**config.mk**
```make
export PLATFORM = sky130hd
export DESIGN_NAME = noncomp_slice_top
export DESIGN_NICKNAME = d
export VERILOG_FILES = /design/src/source/fp_format_pkg.sv /design/src/source/slice_ctrl_pkg.sv /design/src/source/credit_tracker.sv /design/src/source/noncomp_lane.sv /design/src/source/noncomp_slice_top.sv /design/src/source/operand_slicer.sv /design/src/source/slice_packer.sv
export SDC_FILE = /design/constraint.sdc
export NUM_CORES = 1
export LEC_CHECK = 0
export BUFFER_PORTS_ARGS = -buffer_cell sky130_fd_sc_hd__buf_2
export CAP_MARGIN = 20
export CORE_MARGIN = 2
export CORE_UTILIZATION = 50
export DETAILED_ROUTE_END_ITERATION = 10
export MAX_ROUTING_LAYER = met4
export PLACE_DENSITY_LB_ADDON = 0.3
export SETUP_SLACK_MARGIN = 0.2
export SYNTH_ARGS = -nofsm -noshare
export SYNTH_HDL_FRONTEND = slang
export SYNTH_SLANG_ARGS = --single-unit
```
**constraint.sdc**
```tcl
create_clock -name clk_i -period 1.75 [get_ports clk_i]
set_input_delay 0.0875 -clock clk_i [delete_from_list [all_inputs] [get_ports clk_i]]
set_output_delay 0.0875 -clock clk_i [all_outputs]
set_load 0.03 [all_outputs]
```
**src/source/fp_format_pkg.sv**
```systemverilog
// ----------------------------
// Floating-point format definitions shared by the slice datapath
// Widths, canonical NaNs and the status flag layout
// ----------------------------

package fp_format_pkg;

  // ----------------------------
  // Widths
  // ----------------------------
  localparam int unsigned SLICE_WIDTH = 32;
  localparam int unsigned FP16_WIDTH  = 16;

  // One lane per FP16 element that fits in the slice
  localparam int unsigned NUM_LANES = SLICE_WIDTH / FP16_WIDTH;

  // Supported formats, FP32 uses lane 0 only
  typedef enum logic [0:0] {
    FMT_FP32 = 1'b0,
    FMT_FP16 = 1'b1
  } fp_fmt_e;

  typedef logic [SLICE_WIDTH-1:0] fp_word_t;
  typedef logic [FP16_WIDTH-1:0]  fp16_t;

  // IEEE 754 exception flags, same order as the RISC-V fflags
  typedef struct packed {
    logic nv;
    logic dz;
    logic of;
    logic uf;
    logic nx;
  } status_t;

  // ----------------------------
  // Canonical quiet NaNs
  // ----------------------------
  localparam fp_word_t CANON_NAN32 = 32'h7FC0_0000;
  localparam fp16_t    CANON_NAN16 = 16'h7E00;

endpackage

```
**src/source/slice_ctrl_pkg.sv**
```systemverilog
// ----------------------------
// Control and transport types of the non-computational slice
// Requests, per-lane bundles and responses
// ----------------------------

package slice_ctrl_pkg;

  // Operations of the non-computational group
  typedef enum logic [2:0] {
    OP_SGNJ  = 3'd0,
    OP_SGNJN = 3'd1,
    OP_SGNJX = 3'd2,
    OP_MIN   = 3'd3,
    OP_MAX   = 3'd4
  } noncomp_op_e;

  typedef logic [3:0] tag_t;

  // Upstream request as accepted on the input handshake
  typedef struct packed {
    fp_format_pkg::fp_word_t operand_a;
    fp_format_pkg::fp_word_t operand_b;
    noncomp_op_e             op;
    fp_format_pkg::fp_fmt_e  fmt;
    logic                    vectorial;
    tag_t                    tag;
  } slice_req_t;

  // Operands of one lane, right-aligned
  typedef struct packed {
    logic                    valid;
    fp_format_pkg::fp_word_t a;
    fp_format_pkg::fp_word_t b;
    noncomp_op_e             op;
    fp_format_pkg::fp_fmt_e  fmt;
  } lane_in_t;

  // Sideband that travels with lane 0
  typedef struct packed {
    fp_format_pkg::fp_fmt_e fmt;
    logic                   vectorial;
    tag_t                   tag;
  } lane_side_t;

  typedef struct packed {
    logic                    valid;
    fp_format_pkg::fp_word_t result;
    fp_format_pkg::status_t  status;
  } lane_out_t;

  typedef struct packed {
    fp_format_pkg::fp_word_t result;
    fp_format_pkg::status_t  status;
    tag_t                    tag;
  } slice_rsp_t;

endpackage

```
**src/source/credit_tracker.sv**
```systemverilog
// ----------------------------
// Credit counter for the result buffer of the receiver
// ----------------------------

`timescale 1ns/10ps

module credit_tracker #(
  parameter int unsigned MaxCredits = 4
) (
  input  logic clk_i,
  input  logic rst_n_i,
  input  logic accept_i,
  input  logic credit_return_i,
  output logic in_ready_o
);

  localparam int unsigned CNT_WIDTH = $clog2(MaxCredits + 1);

  logic [CNT_WIDTH-1:0] credit_cnt_d;
  logic [CNT_WIDTH-1:0] credit_cnt_q;

  // A slot is reserved at issue and freed by the receiver
  always_comb begin : next_count
    credit_cnt_d = credit_cnt_q;
    if (accept_i && !credit_return_i) begin
      credit_cnt_d = credit_cnt_q - 1'b1;
    end else if (!accept_i && credit_return_i) begin
      credit_cnt_d = credit_cnt_q + 1'b1;
    end
  end

  always_ff @(posedge clk_i or negedge rst_n_i) begin : count_reg
    if (!rst_n_i) begin
      credit_cnt_q <= CNT_WIDTH'(MaxCredits);
    end else begin
      credit_cnt_q <= credit_cnt_d;
    end
  end

  assign in_ready_o = (credit_cnt_q != '0);

endmodule

```
**src/source/noncomp_lane.sv**
```systemverilog
// ----------------------------
// One lane of sign injection and min/max with a fixed-depth pipeline
// FP32 is only handled when SupportsFp32 is set, else FP16 only
// ----------------------------

`timescale 1ns/10ps

module noncomp_lane #(
  parameter int unsigned NumPipeRegs  = 1,
  parameter bit          SupportsFp32 = 1'b1
) (
  input  logic                       clk_i,
  input  logic                       rst_n_i,
  input  slice_ctrl_pkg::lane_in_t   lane_i,
  input  slice_ctrl_pkg::lane_side_t side_i,
  output slice_ctrl_pkg::lane_out_t  lane_o,
  output slice_ctrl_pkg::lane_side_t side_o
);

  import fp_format_pkg::*;
  import slice_ctrl_pkg::*;

  // Sign, magnitude and NaN class of one operand
  typedef struct packed {
    logic        sign;
    logic [30:0] mag;
    logic        nan;
    logic        snan;
  } operand_info_t;

  function automatic operand_info_t decode(fp_word_t x, logic fp32);
    operand_info_t info;
    if (fp32) begin
      info.sign = x[31];
      info.mag  = x[30:0];
      info.nan  = (&x[30:23]) && (|x[22:0]);
      info.snan = info.nan && !x[22];
    end else begin
      info.sign = x[15];
      info.mag  = {16'b0, x[14:0]};
      info.nan  = (&x[14:10]) && (|x[9:0]);
      info.snan = info.nan && !x[9];
    end
    return info;
  endfunction

  logic          is_fp32;
  operand_info_t info_a;
  operand_info_t info_b;
  fp_word_t      word_a;
  fp_word_t      word_b;
  fp_word_t      canon_nan;
  logic          inj_sign;
  logic          a_lt_b;
  fp_word_t      result_d;
  status_t       status_d;

  // Pipeline, index 0 is the register right after the datapath
  logic [NumPipeRegs-1:0] valid_q;
  fp_word_t               result_q [0:NumPipeRegs-1];
  status_t                status_q [0:NumPipeRegs-1];
  lane_side_t             side_q   [0:NumPipeRegs-1];

  assign is_fp32 = SupportsFp32 && (lane_i.fmt == FMT_FP32);
  assign info_a  = decode(lane_i.a, is_fp32);
  assign info_b  = decode(lane_i.b, is_fp32);

  // FP16 values stay NaN-boxed inside the lane
  assign word_a    = is_fp32 ? lane_i.a : {{16{1'b1}}, lane_i.a[15:0]};
  assign word_b    = is_fp32 ? lane_i.b : {{16{1'b1}}, lane_i.b[15:0]};
  assign canon_nan = is_fp32 ? CANON_NAN32 : {{16{1'b1}}, CANON_NAN16};

  // ----------------------------
  // Datapath
  // ----------------------------
  always_comb begin : sign_inject
    case (lane_i.op)
      OP_SGNJN: inj_sign = ~info_b.sign;
      OP_SGNJX: inj_sign = info_a.sign ^ info_b.sign;
      default:  inj_sign = info_b.sign;
    endcase
  end

  // Total order on non-NaN values, -0 sorts below +0
  always_comb begin : order
    if (info_a.sign != info_b.sign) begin
      a_lt_b = info_a.sign;
    end else if (info_a.sign) begin
      a_lt_b = info_a.mag > info_b.mag;
    end else begin
      a_lt_b = info_a.mag < info_b.mag;
    end
  end

  always_comb begin : compute
    result_d = word_a;
    status_d = '0;
    case (lane_i.op)
      OP_SGNJ, OP_SGNJN, OP_SGNJX: begin
        if (is_fp32) begin
          result_d[31] = inj_sign;
        end else begin
          result_d[15] = inj_sign;
        end
      end
      OP_MIN, OP_MAX: begin
        status_d.nv = info_a.snan | info_b.snan;
        if (info_a.nan && info_b.nan) begin
          result_d = canon_nan;
        end else if (info_a.nan) begin
          result_d = word_b;
        end else if (info_b.nan) begin
          result_d = word_a;
        end else if ((lane_i.op == OP_MIN) == a_lt_b) begin
          result_d = word_a;
        end else begin
          result_d = word_b;
        end
      end
      default: begin
        result_d = word_a;
      end
    endcase
    // Idle lanes must not raise flags in the collapsed status
    if (!lane_i.valid) begin
      status_d = '0;
    end
  end

  // ----------------------------
  // Pipeline registers
  // ----------------------------
  always_ff @(posedge clk_i or negedge rst_n_i) begin : valid_pipe
    if (!rst_n_i) begin
      valid_q <= '0;
    end else begin
      valid_q[0] <= lane_i.valid;
      for (int i = 1; i < NumPipeRegs; i++) begin
        valid_q[i] <= valid_q[i-1];
      end
    end
  end

  always_ff @(posedge clk_i) begin : data_pipe
    result_q[0] <= result_d;
    status_q[0] <= status_d;
    side_q[0]   <= side_i;
    for (int i = 1; i < NumPipeRegs; i++) begin
      result_q[i] <= result_q[i-1];
      status_q[i] <= status_q[i-1];
      side_q[i]   <= side_q[i-1];
    end
  end

  assign lane_o.valid  = valid_q[NumPipeRegs-1];
  assign lane_o.result = result_q[NumPipeRegs-1];
  assign lane_o.status = status_q[NumPipeRegs-1];
  assign side_o        = side_q[NumPipeRegs-1];

endmodule

```
**src/source/noncomp_slice_top.sv**
```systemverilog
// ----------------------------
// Non-computational FP slice, 32 bits wide with two FP16 lanes
// Accepts requests on valid/ready and returns results under credit control
// ----------------------------

`timescale 1ns/10ps

module noncomp_slice_top #(
  parameter int unsigned NumPipeRegs = 2,
  parameter int unsigned MaxCredits  = 4
) (
  input  logic                       clk_i,
  input  logic                       rst_n_i,
  input  logic                       in_valid_i,
  input  slice_ctrl_pkg::slice_req_t req_i,
  output logic                       in_ready_o,
  output logic                       out_valid_o,
  output slice_ctrl_pkg::slice_rsp_t rsp_o,
  input  logic                       credit_return_i
);

  import slice_ctrl_pkg::*;

  logic       accept;
  lane_in_t   lane0_in;
  lane_in_t   lane1_in;
  lane_side_t side_in;
  lane_out_t  lane0_out;
  lane_out_t  lane1_out;
  lane_side_t side_out;

  assign accept = in_valid_i & in_ready_o;

  operand_slicer i_operand_slicer (
    .req_i      (req_i),
    .in_valid_i (accept),
    .lane0_o    (lane0_in),
    .lane1_o    (lane1_in),
    .side_o     (side_in)
  );

  // ----------------------------
  // Lanes
  // ----------------------------
  noncomp_lane #(
    .NumPipeRegs  (NumPipeRegs),
    .SupportsFp32 (1'b1)
  ) i_lane0 (
    .clk_i   (clk_i),
    .rst_n_i (rst_n_i),
    .lane_i  (lane0_in),
    .side_i  (side_in),
    .lane_o  (lane0_out),
    .side_o  (side_out)
  );

  // Upper lane handles FP16 only, its sideband is not needed
  noncomp_lane #(
    .NumPipeRegs  (NumPipeRegs),
    .SupportsFp32 (1'b0)
  ) i_lane1 (
    .clk_i   (clk_i),
    .rst_n_i (rst_n_i),
    .lane_i  (lane1_in),
    .side_i  (side_in),
    .lane_o  (lane1_out),
    .side_o  ()
  );

  slice_packer i_slice_packer (
    .lane0_i     (lane0_out),
    .lane1_i     (lane1_out),
    .side_i      (side_out),
    .rsp_o       (rsp_o),
    .out_valid_o (out_valid_o)
  );

  credit_tracker #(
    .MaxCredits (MaxCredits)
  ) i_credit_tracker (
    .clk_i           (clk_i),
    .rst_n_i         (rst_n_i),
    .accept_i        (accept),
    .credit_return_i (credit_return_i),
    .in_ready_o      (in_ready_o)
  );

endmodule

```
**src/source/operand_slicer.sv**
```systemverilog
// ----------------------------
// Splits an accepted request into the two lane inputs
// Scalar FP16 operands that are not NaN-boxed become canonical NaNs
// ----------------------------

`timescale 1ns/10ps

module operand_slicer (
  input  slice_ctrl_pkg::slice_req_t req_i,
  input  logic                       in_valid_i,
  output slice_ctrl_pkg::lane_in_t   lane0_o,
  output slice_ctrl_pkg::lane_in_t   lane1_o,
  output slice_ctrl_pkg::lane_side_t side_o
);

  import fp_format_pkg::*;

  logic fp16_scalar;
  logic a_boxed;
  logic b_boxed;

  assign fp16_scalar = (req_i.fmt == FMT_FP16) && !req_i.vectorial;

  // Upper half must be all ones for a valid boxed FP16 value
  assign a_boxed = &req_i.operand_a[SLICE_WIDTH-1:FP16_WIDTH];
  assign b_boxed = &req_i.operand_b[SLICE_WIDTH-1:FP16_WIDTH];

  // ----------------------------
  // Lane 0
  // ----------------------------
  always_comb begin : lane0_slice
    lane0_o.valid = in_valid_i;
    lane0_o.a     = req_i.operand_a;
    lane0_o.b     = req_i.operand_b;
    lane0_o.op    = req_i.op;
    lane0_o.fmt   = req_i.fmt;
    if (fp16_scalar && !a_boxed) begin
      lane0_o.a = {{FP16_WIDTH{1'b1}}, CANON_NAN16};
    end
    if (fp16_scalar && !b_boxed) begin
      lane0_o.b = {{FP16_WIDTH{1'b1}}, CANON_NAN16};
    end
  end

  // ----------------------------
  // Lane 1
  // ----------------------------
  // Upper FP16 halves, only active for vectorial FP16
  assign lane1_o.valid = in_valid_i && req_i.vectorial && (req_i.fmt == FMT_FP16);
  assign lane1_o.a     = req_i.operand_a >> FP16_WIDTH;
  assign lane1_o.b     = req_i.operand_b >> FP16_WIDTH;
  assign lane1_o.op    = req_i.op;
  assign lane1_o.fmt   = FMT_FP16;

  // Format, vector flag and tag follow lane 0 down the pipe
  assign side_o.fmt       = req_i.fmt;
  assign side_o.vectorial = req_i.vectorial;
  assign side_o.tag       = req_i.tag;

endmodule

```
**src/source/slice_packer.sv**
```systemverilog
// ----------------------------
// Builds the slice response from the lane results and the sideband
// ----------------------------

`timescale 1ns/10ps

module slice_packer (
  input  slice_ctrl_pkg::lane_out_t  lane0_i,
  input  slice_ctrl_pkg::lane_out_t  lane1_i,
  input  slice_ctrl_pkg::lane_side_t side_i,
  output slice_ctrl_pkg::slice_rsp_t rsp_o,
  output logic                       out_valid_o
);

  import fp_format_pkg::*;
  import slice_ctrl_pkg::*;

  lane_out_t lanes [0:NUM_LANES-1];

  assign lanes[0] = lane0_i;
  assign lanes[1] = lane1_i;

  // ----------------------------
  // Result assembly
  // ----------------------------
  always_comb begin : pack_result
    if (side_i.fmt == FMT_FP32) begin
      rsp_o.result = lane0_i.result;
    end else if (side_i.vectorial) begin
      rsp_o.result = {lane1_i.result[FP16_WIDTH-1:0], lane0_i.result[FP16_WIDTH-1:0]};
    end else begin
      // Scalar FP16 goes out NaN-boxed
      rsp_o.result = {{FP16_WIDTH{1'b1}}, lane0_i.result[FP16_WIDTH-1:0]};
    end
  end

  // Inactive lanes carry zero status, so a plain OR is enough
  always_comb begin : collapse_status
    status_t merged;
    merged = '0;
    for (int i = 0; i < NUM_LANES; i++) begin
      merged = merged | lanes[i].status;
    end
    rsp_o.status = merged;
  end

  assign rsp_o.tag   = side_i.tag;
  assign out_valid_o = lane0_i.valid;

endmodule
```
==> results.yml <==
timing:
  min_period_ns: 3.25
  max_clock_freq_mhz: 308
  setup_viol: 51
  finalHoldViolations: 0
  timing.max_slew.rel_slack_pct: 62.9
  finalMaxSlewViolations: 0
  grt_setup_unrepaired: "yes"
  worst_slew_pin_slew_ns: 0.554
  hold-worst-slack_ns: 0.0290
  finalCritPeriodShare_pct: 186
  final.setup_skew_ns: 0.00548
  fin_setup_tns_ns: -55.06
  final_critical_path_setup_slack_ns: -1.50
cells_and_area:
  area_growth_pct: 64.1
  design.final.nets: 1100
  share_of_final_layout_standard_cells_stronger_than_drive_strength_1_pct: 52.6
  final_cell_area_um2: 10000
  final_core_util_pct: 83.7
run:
  max-cap-violations: 0
synth:
  syn-cell-area_um2: 6100
  commonest_cells_in_the_netlist: "sky130_fd_sc_hd__dfxtp_1, sky130_fd_sc_hd__inv_1, sky130_fd_sc_hd__nand2_1"
  ys.warnings.count: 0
  synth_largest_type_area_fraction_pct: 36.8
  post_synth_inst_count: 663
  netlist-cell-type-count: 86
  synthTopCellsByArea: "sky130_fd_sc_hd__dfxtp_1, sky130_fd_sc_hd__ha_1, sky130_fd_sc_hd__inv_1"
  syn-mean-instance-area_um2: 9.20
  register_bit_count_reported_by_yosys: 117
  synthFlopType: "sky130_fd_sc_hd__dfxtp_1"
  synth_most_common_cell: "sky130_fd_sc_hd__dfxtp_1"
  ys_seq_area_share_pct: 38.8
  synth.largest_area_cell: "sky130_fd_sc_hd__dfxtp_1"
  asyncSetResetFlopFracSynth_pct: 4.27
  synth_edf_count: 0
power_and_ir_drop:
  power_per_cell_area_nw_per_um2: 956
  switching_pwr_uw: 2760
  vdd_drop_max_uv: 622
  p_leak_uw: 0.00454
  p_sw_share_pct: 28.8
  power_frac_comb_pct: 28.0
  clkPwrFrac_pct: 39.6
  seq_power_share_pct: 32.4
  power_uw: 9570
  internal-power_uw: 6810
clocking:
  tritoncts_num_sinks: 117
  cts-htree-levels: 4
  tritoncts: "built"
  cts_root_buf: "sky130_fd_sc_hd__clkbuf_16"
  worst_setup_hold_path_clk_slew_ns: 0.06
  cts_buffers: 17
  insertion_delay_ns: 0.41
  ctsLongestPathBuffers: 2
global_route:
  grt_remaining_overflow: 0
  grt_first_pass_wirelength_mm: 33.7
  first_global_vias: 6499
  global_route.usage.total_pct: 34.8
  largest_net_degree_at_the_start_of_global_routing: 27
  initial_antenna_violation_count: 1
setup_path:
  timing.critical_path.required_ns: 2.02
  critical_path.top_delay_family: "compound AO/OA/AOI/OAI gates"
  rr_endpoint: "i_credit_tracker.credit_cnt_q[2]"
  cell_count_along_the_critical_path: 20
  critical_path.cell_chain: "buf_2 > nand4_4 > nor4_4 > or2_4 > buf_12 > nand2b_4 > inv_1 > ha_4 > a221oi_2 > o21ai_1 > a221o_1 > a31oi_4 > o211ai_4 > buf_12 > a21oi_4 > buf_6 > o21ai_1 > o211ai_1 > buf_4 > a22oi_2"
  crit-reg2reg-launch: "i_credit_tracker.credit_cnt_q[2]"
  worstSetupEndpoint: "i_lane0.result_q[0][20]"
  critical_path_arrival_ns: 3.52
  cp_slowest_stage_delay_ns: 0.36
  cp.buffers_inverters: 6
  r2r_cells: 8
  worst-path-max-fanout: 6
  timing.reg2reg.setup_slack_ns: -0.09
  crit_path_end_kind: "flip-flop"
  crit_path_start_kind: "primary input"
  cpMaxStageDelayCell: "sky130_fd_sc_hd__a221o_1"
  criticalPathCategory: "in2reg"
  worstSetupStartpoint: "req_i[32]"
die:
  die_x_um: 114
  count_of_standard_cell_rows: 40
  overall_die_area_um2: 13100
  initial_core_util_pct: 51.0
  boundaryPins: 120
  fp.coreArea_um2: 12000
  floorplan.die.height_um: 114
detailed_routing:
  detail_route.drc_violations: 0
  routed-via-count: 6573
  wirelength_per_cell_um: 20.6
  drt-total-wl_mm: 23.4
  antenna_violating_nets_post_route: 0
  drt_first_iter_violations: 581
  vias_per_cell: 5.78
  drt-pass1-iter-count: 5
hold_path:
  hold_class: "in2async"
place:
  detailed_place.area_um2: 8140
  port_buffers: 115
  dpl.hpwl_mm: 16.0
  gpl.final_weighted_congestion: 0.995
status:
  violations: "setup timing"
  outcome: "finished, violations left"
==> layout make-up <==
cell class / instances / area [µm²]
multi-input combinational: 446 / 4030
timing repair buffer: 337 / 2540
sequential: 117 / 2370
fill: 681 / 1950
clock buffer: 22 / 484
inverter: 57 / 234
tap: 147 / 184
clock inverter: 10 / 166
antenna: 1 / 2.50
==> how the worst min path moves through the flow <==
stage                                                  end  slack, ns  cells after the start
after floorplan           i_credit_tracker.credit_cnt_q[0]      -0.21                      0
after global placement                  i_lane0.valid_q[1]       -0.1                      1
after detailed placement                i_lane0.valid_q[1]      -0.09                      1
after CTS                 i_credit_tracker.credit_cnt_q[0]       0.02                      2
after global routing                  i_lane0.side_q[0][5]       0.03                      2
final                                   i_lane0.valid_q[0]       0.03                      2
==> metal layers <==
metal	global-route usage, %	up-vias	share of wire, %
met4	12.3	0	3.1
met5	-	-	0
li1	-	3022	-
met1	43.1	3151	41
met2	56.9	335	49
met3	6.67	65	6.8
==> per-stage QoR <==
step,setup slack [ns],std cells
after global routing,-1.59,1137
after detailed placement,-2.05,1062
after floorplan,-1.52,666
final,-1.50,1137
after global placement,-1.91,1062
after CTS,-1.45,1118
==> logic make-up (layout without fill, tap and decap cells) <==
group | Yosys count | after routing | share of synthesized area [%]
and+or+nand+nor | 224 | 224 | 20.2
xor gates and xnor gates | 8 | 8 | 1.15
other | 1 | 5 | 0.0615
AOI/OAI and AO/OA | 156 | 156 | 19.6
buffers and inverters | 103 | 426 | 9.11
muxes | 7 | 7 | 1.25
adders and majority gates | 47 | 47 | 9.76
DFF | 117 | 117 | 38.8
==> power by group through the flow <==
stage / Combinational [µW] / Clock (µW) / Sequential, µW
floorplan: 1270 / 0 / 3120
global placement: 2020 / 0 / 3120
detailed placement: 2080 / 0 / 3140
CTS: 2350 / 3800 / 3100
global route: 2840 / 3960 / 3120
finish: 2680 / 3790 / 3100
==> sequential cells by signal, indices dropped and copies added, names as in the netlist <==
name and count:
i_lane1.result_q 32, i_lane0.result_q 64, i_credit_tracker.credit_cnt_q 3, i_lane1.status_q 2
i_lane0.valid_q 2, i_lane0.side_q 12, i_lane0.status_q 2
==> what timing repair did <==
action,CTS,global route
pin swaps,32,38
setup endpoints to repair,67,53
buffers inserted,15,18
hold buffers,8,0
gates cloned,1,0
gates resized for setup,72,85
hold endpoints to repair,12,0
==> placed cells by master (no fill, tap or decap), types with 8 or more instances in the layout <==
cell and n:
sky130_fd_sc_hd__ha_4 16, sky130_fd_sc_hd__nand4_1 22, sky130_fd_sc_hd__nand3_1 15, sky130_fd_sc_hd__nor2_1 40
sky130_fd_sc_hd__a21oi_1 15, sky130_fd_sc_hd__dlygate4sd3_1 8, sky130_fd_sc_hd__nor3_1 13, sky130_fd_sc_hd__o21ai_0 18
sky130_fd_sc_hd__ha_1 28, sky130_fd_sc_hd__buf_6 31, sky130_fd_sc_hd__buf_4 187, sky130_fd_sc_hd__clkbuf_16 17
sky130_fd_sc_hd__dfxtp_1 112, sky130_fd_sc_hd__o22a_1 16, sky130_fd_sc_hd__nand2_1 41, sky130_fd_sc_hd__a21oi_2 8
sky130_fd_sc_hd__o22ai_2 13, sky130_fd_sc_hd__nand2_2 8, sky130_fd_sc_hd__buf_2 100, sky130_fd_sc_hd__inv_1 48
sky130_fd_sc_hd__nor2b_1 8, sky130_fd_sc_hd__buf_12 9
(Power assumes the default switching activity.)
